===== config.mk =====
export PLATFORM = sky130hd
export DESIGN_NAME = rv32_decode_exec
export DESIGN_NICKNAME = d
export VERILOG_FILES = /design/src/rv32_core_pkg.sv /design/src/control_unit.sv /design/src/reg_file.sv /design/src/alu.sv /design/src/stage_reg.sv /design/src/rv32_decode_exec.sv
export SDC_FILE = /design/constraint.sdc
export NUM_CORES = 2
export LEC_CHECK = 0
export BUFFER_PORTS_ARGS = -buffer_cell sky130_fd_sc_hd__buf_2
export CELL_PAD_IN_SITES_DETAIL_PLACEMENT = 1
export CELL_PAD_IN_SITES_GLOBAL_PLACEMENT = 2
export CORE_ASPECT_RATIO = 0.8
export CORE_MARGIN = 2
export CORE_UTILIZATION = 42
export CTS_BUF_LIST = sky130_fd_sc_hd__clkbuf_8 sky130_fd_sc_hd__clkbuf_16
export CTS_CLUSTER_SIZE = 16
export DETAILED_ROUTE_END_ITERATION = 10
export GPL_ROUTABILITY_DRIVEN = 0
export PLACE_DENSITY = 0.76
export SYNTH_ARGS = -nofsm -noshare
export SYNTH_HDL_FRONTEND = slang
export SYNTH_SLANG_ARGS = --single-unit

===== constraint.sdc =====
create_clock -name CLK -period 20.6 [get_ports CLK]
set_input_delay 3.09 -clock CLK [delete_from_list [all_inputs] [get_ports CLK]]
set_output_delay 3.09 -clock CLK [all_outputs]
set_load 0.02 [all_outputs]

===== src/rv32_core_pkg.sv =====
`default_nettype none

package rv32_core_pkg;

  localparam int XLEN       = 32;
  localparam int REG_ADDR_W = 5;
  localparam int NUM_REGS   = 32;
  localparam int SHAMT_W    = 5;
  localparam int CSR_ADDR_W = 12;

  // Jump-to-self halt detection
  localparam bit              INFINITE_LOOP_HALTS = 1'b1;
  localparam logic [XLEN-1:0] HALT_INSN           = 32'h0000_006f;

  typedef enum logic [6:0] {
    LUI     = 7'b0110111,
    AUIPC   = 7'b0010111,
    JAL     = 7'b1101111,
    JALR    = 7'b1100111,
    BRANCH  = 7'b1100011,
    LOAD    = 7'b0000011,
    STORE   = 7'b0100011,
    IMMED   = 7'b0010011,
    REGREG  = 7'b0110011,
    MISCMEM = 7'b0001111,
    SYSTEM  = 7'b1110011
  } opcode_t;

  // funct3 of the immediate and register ALU groups
  typedef enum logic [2:0] {
    ADDSUB = 3'b000,
    SLL    = 3'b001,
    SLT    = 3'b010,
    SLTU   = 3'b011,
    XOR    = 3'b100,
    SR     = 3'b101,
    OR     = 3'b110,
    AND    = 3'b111
  } alu_funct3_t;

  typedef enum logic [2:0] {
    LB  = 3'b000,
    LH  = 3'b001,
    LW  = 3'b010,
    LBU = 3'b100,
    LHU = 3'b101
  } load_t;

  typedef enum logic [2:0] {
    BEQ  = 3'b000,
    BNE  = 3'b001,
    BLT  = 3'b100,
    BGE  = 3'b101,
    BLTU = 3'b110,
    BGEU = 3'b111
  } branch_t;

  typedef enum logic [2:0] {
    PRIV   = 3'b000,
    CSRRW  = 3'b001,
    CSRRS  = 3'b010,
    CSRRC  = 3'b011,
    CSRRWI = 3'b101,
    CSRRSI = 3'b110,
    CSRRCI = 3'b111
  } system_t;

  typedef enum logic [11:0] {
    ECALL  = 12'h000,
    EBREAK = 12'h001,
    MRET   = 12'h302
  } priv_insn_t;

  typedef enum logic [3:0] {
    ALU_ADD, ALU_SUB, ALU_SLL, ALU_SRL, ALU_SRA,
    ALU_AND, ALU_OR, ALU_XOR, ALU_SLT, ALU_SLTU
  } alu_op_t;

  typedef enum logic [1:0] {
    WB_ALU  = 2'd0,
    WB_LINK = 2'd1,
    WB_UIMM = 2'd2
  } wsel_t;

  // Instruction formats, MSB first
  typedef struct packed {
    logic [6:0] funct7;
    logic [4:0] rs2;
    logic [4:0] rs1;
    logic [2:0] funct3;
    logic [4:0] rd;
    opcode_t    opcode;
  } rtype_t;

  typedef struct packed {
    logic [11:0] imm11_00;
    logic [4:0]  rs1;
    logic [2:0]  funct3;
    logic [4:0]  rd;
    opcode_t     opcode;
  } itype_t;

  typedef struct packed {
    logic [6:0] imm11_05;
    logic [4:0] rs2;
    logic [4:0] rs1;
    logic [2:0] funct3;
    logic [4:0] imm04_00;
    opcode_t    opcode;
  } stype_t;

  typedef struct packed {
    logic       imm12;
    logic [5:0] imm10_05;
    logic [4:0] rs2;
    logic [4:0] rs1;
    logic [2:0] funct3;
    logic [3:0] imm04_01;
    logic       imm11;
    opcode_t    opcode;
  } sbtype_t;

  typedef struct packed {
    logic [19:0] imm31_12;
    logic [4:0]  rd;
    opcode_t     opcode;
  } utype_t;

  typedef struct packed {
    logic       imm20;
    logic [9:0] imm10_01;
    logic       imm11;
    logic [7:0] imm19_12;
    logic [4:0] rd;
    opcode_t    opcode;
  } ujtype_t;

  typedef struct packed {
    opcode_t                 opcode;
    logic [REG_ADDR_W-1:0]   rs1;
    logic [REG_ADDR_W-1:0]   rs2;
    logic [REG_ADDR_W-1:0]   rd;
    alu_op_t                 alu_op;
    logic                    alu_a_sel;  // 1 selects pc
    logic                    alu_b_sel;  // 1 selects imm
    logic [XLEN-1:0]         imm;
    wsel_t                   w_sel;
    logic                    wen;
    logic                    dren;
    logic                    dwen;
    load_t                   load_type;
    logic                    branch;
    branch_t                 branch_type;
    logic                    jump;
    logic                    csr_swap;
    logic                    csr_set;
    logic                    csr_clr;
    logic                    csr_imm;
    logic [CSR_ADDR_W-1:0]   csr_addr;
    logic [REG_ADDR_W-1:0]   zimm;
    logic                    ecall;
    logic                    ebreak;
    logic                    mret;
    logic                    illegal;
    logic                    halt;
  } ctrl_t;

  typedef struct packed {
    ctrl_t           ctrl;
    logic [XLEN-1:0] rs1_val;
    logic [XLEN-1:0] rs2_val;
    logic [XLEN-1:0] pc;
  } ex_req_t;

  typedef struct packed {
    logic            dren;
    logic            dwen;
    load_t           load_type;
    logic [XLEN-1:0] addr;
    logic [XLEN-1:0] wdata;
  } mem_req_t;

  typedef struct packed {
    logic                  wen;
    logic [REG_ADDR_W-1:0] rd;
    logic [XLEN-1:0]       wdata;
    mem_req_t              mem_req;
    logic                  branch;
    branch_t               branch_type;
    logic                  jump;
    logic                  csr_swap;
    logic                  csr_set;
    logic                  csr_clr;
    logic                  csr_imm;
    logic [CSR_ADDR_W-1:0] csr_addr;
    logic [XLEN-1:0]       csr_wdata;
    logic                  ecall;
    logic                  ebreak;
    logic                  mret;
    logic                  illegal;
    logic                  halt;
  } commit_t;

endpackage

`default_nettype wire


===== src/control_unit.sv =====
`default_nettype none

module control_unit import rv32_core_pkg::*; (
  input  logic [XLEN-1:0] instr_i,
  output ctrl_t           ctrl_o
);

  rtype_t          r_fmt;
  itype_t          i_fmt;
  stype_t          s_fmt;
  sbtype_t         sb_fmt;
  utype_t          u_fmt;
  ujtype_t         uj_fmt;
  opcode_t         opcode;
  alu_funct3_t     alu_f3;
  system_t         sys_f3;
  priv_insn_t      priv;
  logic [XLEN-1:0] imm_i, imm_s, imm_sb, imm_u, imm_uj;
  logic [XLEN-1:0] imm_sel;
  alu_op_t         alu_op;
  logic            legal_op;
  logic            illegal;
  logic            wen_raw;
  logic            is_priv;
  logic            csr_swap, csr_set, csr_clr, csr_imm;

  // Overlay every format on the same word
  assign r_fmt  = rtype_t'(instr_i);
  assign i_fmt  = itype_t'(instr_i);
  assign s_fmt  = stype_t'(instr_i);
  assign sb_fmt = sbtype_t'(instr_i);
  assign u_fmt  = utype_t'(instr_i);
  assign uj_fmt = ujtype_t'(instr_i);

  assign opcode = r_fmt.opcode;
  assign alu_f3 = alu_funct3_t'(r_fmt.funct3);
  assign sys_f3 = system_t'(i_fmt.funct3);
  assign priv   = priv_insn_t'(i_fmt.imm11_00);

  // Sign-extended immediates
  assign imm_i  = {{(XLEN-12){i_fmt.imm11_00[11]}}, i_fmt.imm11_00};
  assign imm_s  = {{(XLEN-12){s_fmt.imm11_05[6]}}, s_fmt.imm11_05, s_fmt.imm04_00};
  assign imm_sb = {{(XLEN-13){sb_fmt.imm12}}, sb_fmt.imm12, sb_fmt.imm11,
                   sb_fmt.imm10_05, sb_fmt.imm04_01, 1'b0};
  assign imm_u  = {u_fmt.imm31_12, 12'b0};
  assign imm_uj = {{(XLEN-21){uj_fmt.imm20}}, uj_fmt.imm20, uj_fmt.imm19_12,
                   uj_fmt.imm11, uj_fmt.imm10_01, 1'b0};

  always_comb begin
    case (opcode)
      STORE:      imm_sel = imm_s;
      BRANCH:     imm_sel = imm_sb;
      LUI, AUIPC: imm_sel = imm_u;
      JAL:        imm_sel = imm_uj;
      default:    imm_sel = imm_i;
    endcase
  end

  // Bit 30 splits add/sub and srl/sra
  always_comb begin
    alu_op = ALU_ADD;
    if (opcode == IMMED || opcode == REGREG) begin
      case (alu_f3)
        ADDSUB:  alu_op = (opcode == REGREG && instr_i[30]) ? ALU_SUB : ALU_ADD;
        SLL:     alu_op = ALU_SLL;
        SLT:     alu_op = ALU_SLT;
        SLTU:    alu_op = ALU_SLTU;
        XOR:     alu_op = ALU_XOR;
        SR:      alu_op = instr_i[30] ? ALU_SRA : ALU_SRL;
        OR:      alu_op = ALU_OR;
        AND:     alu_op = ALU_AND;
        default: alu_op = ALU_ADD;
      endcase
    end
  end

  always_comb begin
    case (opcode)
      LUI, AUIPC, JAL, JALR,
      BRANCH, LOAD, STORE,
      IMMED, REGREG,
      MISCMEM, SYSTEM: legal_op = 1'b1;
      default:         legal_op = 1'b0;
    endcase
  end

  // M-extension encodings are not supported
  assign illegal = !legal_op || (opcode == REGREG && r_fmt.funct7[0]);

  // Only ALU, upper-immediate and link results go back to the register file
  always_comb begin
    case (opcode)
      IMMED, REGREG, LUI,
      AUIPC, JAL, JALR: wen_raw = 1'b1;
      default:          wen_raw = 1'b0;
    endcase
  end

  assign is_priv = (opcode == SYSTEM) && (sys_f3 == PRIV);

  always_comb begin
    csr_swap = 1'b0;
    csr_set  = 1'b0;
    csr_clr  = 1'b0;
    csr_imm  = 1'b0;
    if (opcode == SYSTEM) begin
      case (sys_f3)
        CSRRW:   csr_swap = 1'b1;
        CSRRS:   csr_set  = 1'b1;
        CSRRC:   csr_clr  = 1'b1;
        CSRRWI:  {csr_swap, csr_imm} = 2'b11;
        CSRRSI:  {csr_set, csr_imm}  = 2'b11;
        CSRRCI:  {csr_clr, csr_imm}  = 2'b11;
        default: csr_imm = 1'b0;
      endcase
    end
  end

  always_comb begin
    ctrl_o.opcode      = opcode;
    ctrl_o.rs1         = r_fmt.rs1;
    ctrl_o.rs2         = r_fmt.rs2;
    ctrl_o.rd          = r_fmt.rd;
    ctrl_o.alu_op      = alu_op;
    ctrl_o.alu_a_sel   = (opcode == AUIPC);
    ctrl_o.alu_b_sel   = !(opcode == REGREG || opcode == BRANCH);
    ctrl_o.imm         = imm_sel;
    ctrl_o.w_sel       = (opcode == JAL || opcode == JALR) ? WB_LINK :
                         (opcode == LUI) ? WB_UIMM : WB_ALU;
    ctrl_o.wen         = wen_raw && !illegal;
    ctrl_o.dren        = (opcode == LOAD);
    ctrl_o.dwen        = (opcode == STORE);
    ctrl_o.load_type   = load_t'(i_fmt.funct3);
    ctrl_o.branch      = (opcode == BRANCH);
    ctrl_o.branch_type = branch_t'(sb_fmt.funct3);
    ctrl_o.jump        = (opcode == JAL || opcode == JALR);
    ctrl_o.csr_swap    = csr_swap;
    ctrl_o.csr_set     = csr_set;
    ctrl_o.csr_clr     = csr_clr;
    ctrl_o.csr_imm     = csr_imm;
    ctrl_o.csr_addr    = i_fmt.imm11_00;
    ctrl_o.zimm        = i_fmt.rs1;
    ctrl_o.ecall       = is_priv && (priv == ECALL);
    ctrl_o.ebreak      = is_priv && (priv == EBREAK);
    ctrl_o.mret        = is_priv && (priv == MRET);
    ctrl_o.illegal     = illegal;
    ctrl_o.halt        = INFINITE_LOOP_HALTS && (instr_i == HALT_INSN);
  end

endmodule

`default_nettype wire


===== src/reg_file.sv =====
`default_nettype none

module reg_file import rv32_core_pkg::*; (
  input  logic                  CLK,
  input  logic                  rst_n_i,
  input  logic [REG_ADDR_W-1:0] rs1_i,
  input  logic [REG_ADDR_W-1:0] rs2_i,
  input  logic [REG_ADDR_W-1:0] rd_i,
  input  logic                  wen_i,
  input  logic [XLEN-1:0]       wdata_i,
  output logic [XLEN-1:0]       rdata1_o,
  output logic [XLEN-1:0]       rdata2_o
);

  // x0 has no storage
  logic [XLEN-1:0] regs [1:NUM_REGS-1];

  always_ff @(posedge CLK) begin
    if (!rst_n_i) begin
      for (int i = 1; i < NUM_REGS; i++) begin
        regs[i] <= '0;
      end
    end else if (wen_i && rd_i != '0) begin
      regs[rd_i] <= wdata_i;
    end
  end

  // Same-cycle write is forwarded to the reader
  always_comb begin
    if (rs1_i == '0)                 rdata1_o = '0;
    else if (wen_i && rd_i == rs1_i) rdata1_o = wdata_i;
    else                             rdata1_o = regs[rs1_i];

    if (rs2_i == '0)                 rdata2_o = '0;
    else if (wen_i && rd_i == rs2_i) rdata2_o = wdata_i;
    else                             rdata2_o = regs[rs2_i];
  end

endmodule

`default_nettype wire


===== src/alu.sv =====
`default_nettype none

module alu import rv32_core_pkg::*; (
  input  alu_op_t         op_i,
  input  logic [XLEN-1:0] a_i,
  input  logic [XLEN-1:0] b_i,
  output logic [XLEN-1:0] result_o
);

  logic [SHAMT_W-1:0] shamt;

  assign shamt = b_i[SHAMT_W-1:0];

  always_comb begin
    case (op_i)
      ALU_ADD:  result_o = a_i + b_i;
      ALU_SUB:  result_o = a_i - b_i;
      ALU_SLL:  result_o = a_i << shamt;
      ALU_SRL:  result_o = a_i >> shamt;
      ALU_SRA:  result_o = $unsigned($signed(a_i) >>> shamt);
      ALU_AND:  result_o = a_i & b_i;
      ALU_OR:   result_o = a_i | b_i;
      ALU_XOR:  result_o = a_i ^ b_i;
      // Compares give 0 or 1
      ALU_SLT:  result_o = {{(XLEN-1){1'b0}}, $signed(a_i) < $signed(b_i)};
      ALU_SLTU: result_o = {{(XLEN-1){1'b0}}, a_i < b_i};
      default:  result_o = a_i + b_i;
    endcase
  end

endmodule

`default_nettype wire


===== src/stage_reg.sv =====
`default_nettype none

module stage_reg #(
  parameter type payload_t = logic [31:0]
) (
  input  logic     CLK,
  input  logic     rst_n_i,
  input  logic     valid_i,
  input  payload_t data_i,
  output logic     valid_o,
  output payload_t data_o
);

  always_ff @(posedge CLK) begin
    if (!rst_n_i) begin
      valid_o <= 1'b0;
    end else begin
      valid_o <= valid_i;
    end
  end

  // Payload holds its value across idle cycles
  always_ff @(posedge CLK) begin
    if (valid_i) begin
      data_o <= data_i;
    end
  end

endmodule

`default_nettype wire


===== src/rv32_decode_exec.sv =====
`default_nettype none

module rv32_decode_exec import rv32_core_pkg::*; (
  input  logic            CLK,
  input  logic            rst_n_i,
  input  logic            instr_valid_i,
  input  logic [XLEN-1:0] instr_i,
  input  logic [XLEN-1:0] pc_i,
  output logic            commit_valid_o,
  output commit_t         commit_o
);

  ctrl_t           dec_ctrl;
  logic [XLEN-1:0] rs1_val, rs2_val;
  ex_req_t         ex_req_d, ex_req;
  logic            ex_valid;
  logic [XLEN-1:0] alu_a, alu_b, alu_result;
  logic [XLEN-1:0] pc_plus4;
  logic            wr_en;
  commit_t         commit_d;

  control_unit u_control_unit (
    .instr_i (instr_i),
    .ctrl_o  (dec_ctrl)
  );

  reg_file u_reg_file (
    .CLK      (CLK),
    .rst_n_i  (rst_n_i),
    .rs1_i    (dec_ctrl.rs1),
    .rs2_i    (dec_ctrl.rs2),
    .rd_i     (ex_req.ctrl.rd),
    .wen_i    (ex_valid && wr_en),
    .wdata_i  (commit_d.wdata),
    .rdata1_o (rs1_val),
    .rdata2_o (rs2_val)
  );

  always_comb begin
    ex_req_d.ctrl    = dec_ctrl;
    ex_req_d.rs1_val = rs1_val;
    ex_req_d.rs2_val = rs2_val;
    ex_req_d.pc      = pc_i;
  end

  stage_reg #(.payload_t(ex_req_t)) ex_stage (
    .CLK     (CLK),
    .rst_n_i (rst_n_i),
    .valid_i (instr_valid_i),
    .data_i  (ex_req_d),
    .valid_o (ex_valid),
    .data_o  (ex_req)
  );

  // Execute operands
  assign alu_a    = ex_req.ctrl.alu_a_sel ? ex_req.pc : ex_req.rs1_val;
  assign alu_b    = ex_req.ctrl.alu_b_sel ? ex_req.ctrl.imm : ex_req.rs2_val;
  assign pc_plus4 = ex_req.pc + 32'd4;

  alu u_alu (
    .op_i     (ex_req.ctrl.alu_op),
    .a_i      (alu_a),
    .b_i      (alu_b),
    .result_o (alu_result)
  );

  // Writes to x0 are dropped
  assign wr_en = ex_req.ctrl.wen && (ex_req.ctrl.rd != '0);

  always_comb begin
    commit_d.wen = wr_en;
    commit_d.rd  = ex_req.ctrl.rd;
    case (ex_req.ctrl.w_sel)
      WB_LINK: commit_d.wdata = pc_plus4;
      WB_UIMM: commit_d.wdata = ex_req.ctrl.imm;
      default: commit_d.wdata = alu_result;
    endcase
    commit_d.mem_req.dren      = ex_req.ctrl.dren;
    commit_d.mem_req.dwen      = ex_req.ctrl.dwen;
    commit_d.mem_req.load_type = ex_req.ctrl.load_type;
    commit_d.mem_req.addr      = alu_result;
    commit_d.mem_req.wdata     = ex_req.rs2_val;
    commit_d.branch      = ex_req.ctrl.branch;
    commit_d.branch_type = ex_req.ctrl.branch_type;
    commit_d.jump        = ex_req.ctrl.jump;
    commit_d.csr_swap    = ex_req.ctrl.csr_swap;
    commit_d.csr_set     = ex_req.ctrl.csr_set;
    commit_d.csr_clr     = ex_req.ctrl.csr_clr;
    commit_d.csr_imm     = ex_req.ctrl.csr_imm;
    commit_d.csr_addr    = ex_req.ctrl.csr_addr;
    // Immediate CSR forms take zimm zero-extended
    commit_d.csr_wdata   = ex_req.ctrl.csr_imm ?
                           {{(XLEN-REG_ADDR_W){1'b0}}, ex_req.ctrl.zimm} : ex_req.rs1_val;
    commit_d.ecall       = ex_req.ctrl.ecall;
    commit_d.ebreak      = ex_req.ctrl.ebreak;
    commit_d.mret        = ex_req.ctrl.mret;
    commit_d.illegal     = ex_req.ctrl.illegal;
    commit_d.halt        = ex_req.ctrl.halt;
  end

  stage_reg #(.payload_t(commit_t)) commit_stage (
    .CLK     (CLK),
    .rst_n_i (rst_n_i),
    .valid_i (ex_valid),
    .data_i  (commit_d),
    .valid_o (commit_valid_o),
    .data_o  (commit_o)
  );

endmodule

`default_nettype wire


# Word-level counts from Yosys, hierarchy flattened
# Memory sizes are Yosys's and may differ from the RTL's.
# Index checks and enable logic that the tools add are counted.
# op_classes
n_addsub,3
order_cmp,2
n_eq_ne,34
shift,3
n_mux,25
bitwise_logic,3
n_reduce_logical,32
# op_table
op,count
case mux 32 bit (9 select lines),1
two-way mux 32 bit,5
case mux 31 bit (4 select lines),1
less-than comparator 32 bit,2
case mux 32 bit (2 select lines),1
adder 32 x 3 -> 32 bit (second input constant),1
adder 32 bit,1
AND 32 bit,1
== test 32 x 7 -> 1 bit (second input constant),1
OR 32 bit,1
case mux 4 bit (8 select lines),1
OR reduction 32 bit,1
<< shifter 32 x 5 -> 32 bit,1
right shift 32 x 5 -> 32 bit,1
>>> shifter 32 x 5 -> 32 bit,1
subtractor 32 bit,1
bitwise XOR 32 bit,1
== test 7 bit (second input constant),4
== test 7 x 6 -> 1 bit (second input constant),3
== test 4 x 3 -> 1 bit (second input constant),4
== test 7 x 5 -> 1 bit (second input constant),2
== test 12 x 1 -> 1 bit (second input constant),1
== test 12 x 10 -> 1 bit (second input constant),1
== test 3 bit (second input constant),4
25 further kinds,61
# word_totals
reg_bits,339
ramBits,992
input_bits,67
output_inout_bits,166
wordCells,153
memories,1
# mem_list
memory,words,word_bits,rd,rd_ports_with_merged_regs,wr,line,rtl
u_reg_file.regs,31,32,2,0,31,reg_file.sv:16,logic [XLEN-1:0] regs [1:NUM_REGS-1];

# Depth between registers and ports, before layout
# logic_depth
ltp_word,9
depth_mapped,22
mapped_depth_nobuf,15

# Modules after synthesis
# A second synthesis with hierarchy kept.
# unflattened
cells_unflattened,5855
hier_area_um2,77719.5
# modules_own_cells
module,instances,cells_each,area_each_um2,seq_area_each_um2
reg_file,1,3742,54681.2,30749.5
alu,1,1282,8836.0,0.0
stage_reg at ex_stage,1,197,5881.9,5875.6
stage_reg at commit_stage,1,167,4981.0,4974.8
rv32_decode_exec,1,300,2220.9,0.0
control_unit,1,167,1118.6,0.0

# Least setup slack after synthesis
# No wires, ideal clock.
# synth_timing
path_kind,register to register
from,register ex_stage.valid_o
to,memory u_reg_file.regs[10][0] (enable)
setup_ns,0.389
arrival_ns,6.534
required_time_ns,20.211
slack_ns,13.677
path_stages_with_launch,6
n_path_buf,1
period_less_slack_ns,6.923
cell_sequence,dfxtp_1 > nand2_1 > nor4b_1 > nand2_1 > clkbuf_1 > nand2_1
# synth_lines
element,line,rtl
from (decl),stage_reg.sv:10,"output logic valid_o,"
from (signal assigned),stage_reg.sv:18,valid_o <= valid_i;
to (decl),reg_file.sv:16,

# Final worst setup path
# layout_timing
from,input instr_i[20]
to,register ex_stage.data_o[59] (netlist bit) (data pin)
# layout_between
elab_chain_len,3
elab_cells_between_ends,5
cone_classes,eq/ne: 1; mux: 1; reduce/logical: 2; memory: 1
# layout_rtl
element,line,rtl
from (decl),rv32_decode_exec.sv:7,"input logic [XLEN-1:0] instr_i,"
"parallel branches: the longest is 3 deep, another holds memory (31 x 32 bit)",--,
to (signal assigned),stage_reg.sv:25,data_o <= data_i;
to (decl),stage_reg.sv:11,output payload_t data_o
# Several ways; the timed one is not identified.
# A chain may end at the register's enable or synchronous reset.

==> out/qor.csv <==
stage,metric,value,unit
die,dieHeight,382,microns
global_routing,grt_pass1_vias,53800,
global_routing,antenna_found_initial,12,
worst_setup_path,critPathKind,in2reg,
clock_tree,cts-resized-gates,0,
sta,final_hold_viol_count,0,
power,power_leakage,30.1,nW
finish,multi_input_area,0.0316,sq mm
finish,drive_gt1_share,26.4,%
power,finalPower,7.53,mW
power,ir_worst_vdd,0.0000668,V
finish,fin_area,0.0833,sq mm
finish,regArea,0.0409,sq mm
yosys,ys.flop_type,edfxtp_1,
sta,slew_headroom,-9.20,%
routing,wirelength,304000,microns
yosys,synth-seq-cells,1362,
global_routing,grt_overflow,0,
die,fp-row-count,138,
global_routing,grt_usage,32.9,%
die,start_util,42.3,%
die,dieArea,0.182,sq mm
finish,fin_nets,5709,
power,power_density,90.4,mW/mm^2
die,die_x,476,microns
finish,n_fill_cell,17600,
worst_setup_path,worstPathArrival,8.52,ns
placement,place_hpwl,193000,microns
sta,finClkSkew,0.0343,ns
sta,timing.fmax,125,MHz
sta,tightest_slew,1.63,ns
yosys,syn_area,0.0749,sq mm
status,violations,"max-capacitance violations, max-slew violations",
die,core_area,0.177,sq mm
routing,ant_nets,0,
sta,setup_viol,0,
worst_setup_path,reg2reg_slack,12.63,ns
sta,finalCritPeriodShare,38.8,%
worst_setup_path,critPathMaxFanout,74,
worst_setup_path,worstPathRequired,21.13,ns
worst_setup_path,worstReg2RegEnd,ex_stage.data_o[92]$_SDFFCE_PN0P_,
clock_tree,cts_setup_buffers,0,
routing,vias_per_cell,6.76,
yosys,avgSynthCellArea,13.7,sq um
clock_tree,clkTransAtPathRegs,0.06,ns
worst_setup_path,end_kind,flop,
flow_run,cap_violations,1,
placement,portBuffers,232,
routing,drc,0,
clock_tree,cts_root_buf,clkbuf_16,
yosys,syn_inst,5465,
routing,wl_per_cell,37.7,microns
worst_hold_path,holdCritStartpoint,ex_stage.data_o[112]$_DFFE_PP_,
clock_tree,clockBufferDepth,3,
yosys,synth.largest_area_cell,edfxtp_1,
status,status,finished with violations,
clock_tree,clk_latency,0.82,ns
worst_setup_path,worst-r2r-cell-count,17,
yosys,ys_warn_count,0,
clock_tree,htreeDepth,4,
clock_tree,cts_hold_buffers,0,
worst_hold_path,holdCritPathClass,reg2reg,
sta,rsz0062_at_grt,no,
worst_setup_path,start_kind,primary input,
sta,slew_violations,3,
worst_hold_path,whs_path_depth,0,
die,io_pins,233,
yosys,seq_area_frac_synth,54.6,%
global_routing,grt_max_degree,109,
yosys,synth_edf_count,1360,
yosys,synthTopCellsByArea,"edfxtp_1, mux4_2, nor2_1",
global_routing,grt_pass1_wl,422000,microns
yosys,async_reset_ff_share,0,%
worst_hold_path,hold_end,commit_stage.data_o[43]$_DFFE_PP_,
routing,drt_iter0_markers,8530,
yosys,synth_cell_types,98,
clock_tree,cts_buffers,145,
sta,fin_crit,8.00,ns
placement,place_area,0.0787,sq mm
yosys,synthDominantCellAreaShare,54.5,%
finish,syn2layout_area_growth,11.2,%
routing,via_count,54400,
routing,drt-pass1-iter-count,6,
clock_tree,cts_tree,yes,
sta,tns,0,ns
clock_tree,cts.sinks,1362,
worst_setup_path,timing.rr.start,ex_stage.data_o[168]$_DFFE_PP_,
==> kinds of logic (layout without fill, tap and decap cells) <==
logic type                 count (synthesis)  after routing  share of synthesized area (%)
xor gates and xnor gates                  63             63                          0.737
adders and majority gates                102            102                           1.72
and+or+nand+nor                         1674           1674                           9.58
muxes                                    877            877                           22.9
DFF                                     1362           1362                           54.6
AOI/OAI and AO/OA                        717            717                           6.71
buffers and inverters                    669            827                           3.83
other                                      1             38                        0.00501
==> power breakdown <==
group          total (mW)  switching (mW)  internal [mW]
logic                1.57            1.06          0.508
registers            3.33           0.119           3.21
clock network        2.63            1.19           1.44
total                7.53            2.37           5.16
==> Yosys cell counts (71+ instances only) <==
cell / number
nor2b_1: 103
o21ai_0: 100
buf_1: 71
a21oi_1: 127
mux2i_1: 177
a211oi_1: 109
inv_1: 141
nand2_1: 194
nor2_1: 1104
ha_1: 100
buf_2: 81
edfxtp_1: 1360
clkbuf_1: 332
mux4_2: 646
==> per-stage QoR <==
stage	hold slack [ns]	worst slack, ns	util (%)	std cells
3_3_place_gp	0.401	11.58	44.4	7771
3_5_place_dp	0.406	11.61	44.4	7772
6_report	0.418	12.60	47.1	8040
4_1_cts	0.421	12.47	47.0	8033
2_1_floorplan	0.400	13.68	-	5496
5_1_grt	0.426	12.09	47.0	8035
==> critical path, cell delays in order <==
cell	delay (ns)
buf_8	0.62
buf_4	0.93
buf_12	0.53
buf_4	0.65
buf_4	0.81
mux4_2	0.60
mux4_2	0.51
nor2b_1	0.17
a211oi_1	0.25
a211oi_1	0.07
==> layout make-up <==
class	instances	area share, %
Clock buffer	147	4.42
Multi-Input combinational cell	3465	38.0
Antenna cell	6	0.0180
Sequential cell	1362	49.1
Tap cell	2380	3.58
Inverter	152	0.688
Clock inverter	114	1.09
Timing Repair Buffer	414	3.16
==> flip-flops by register name, indices dropped and copies added (netlist names) <==
| register | flops |
|---|---|
| ex_stage.valid_o | 1 |
| commit_stage.valid_o | 1 |
| u_reg_file.regs | 1024 |
| commit_stage.data_o | 162 |
| ex_stage.data_o | 174 |
==> routing by layer <==
layer / wire length (microns) / vias to the layer above / GRT usage [%]
met5: 309 / - / 0
met4: 11900 / 18 / 11.7
met3: 39600 / 594 / 10.1
met2: 129000 / 3911 / 46.7
met1: 123000 / 28700 / 47.5
li1: - / 21100 / -
==> layout by cell type, fill, tap and decap left out, drive strengths merged, types with 11 or more instances in the layout <==
cell / n
nor2b: 103
a211oi: 110
xor2: 20
nor3: 46
o22ai: 51
clkinv: 56
a21o: 37
a221oi: 23
and3: 23
buf: 413
o21ai: 130
nand2: 194
o21a: 11
clkbuf: 148
o21bai: 15
nor2: 1143
a221o: 25
nor4: 18
nand3: 48
mux2i: 202
inv: 193
a21oi: 128
a22oi: 15
mux4: 646
xnor2: 43
o211ai: 22
edfxtp: 1360
a32oi: 11
or3: 13
o32ai: 14
o31ai: 15
ha: 100
a31oi: 18
mux2: 29
conb: 32
nand2b: 17
nand4: 18
and2: 19
bufinv: 11
==> worst max-delay path by stage <==
stage / from / endpoint / depth (start not counted)
floorplan: ex_stage.valid_o$_SDFF_PN0_ / u_reg_file.regs[10][0]$_SDFFCE_PN0P_ / 5
global placement: instr_i[20] / ex_stage.data_o[63]$_SDFFCE_PN0P_ / 10
detailed placement: instr_i[20] / ex_stage.data_o[59]$_SDFFCE_PN0P_ / 10
CTS: instr_i[20] / ex_stage.data_o[59]$_SDFFCE_PN0P_ / 10
global route: instr_i[20] / ex_stage.data_o[59]$_SDFFCE_PN0P_ / 10
finish: instr_i[20] / ex_stage.data_o[59]$_SDFFCE_PN0P_ / 10
(Power assumes the default switching activity.)
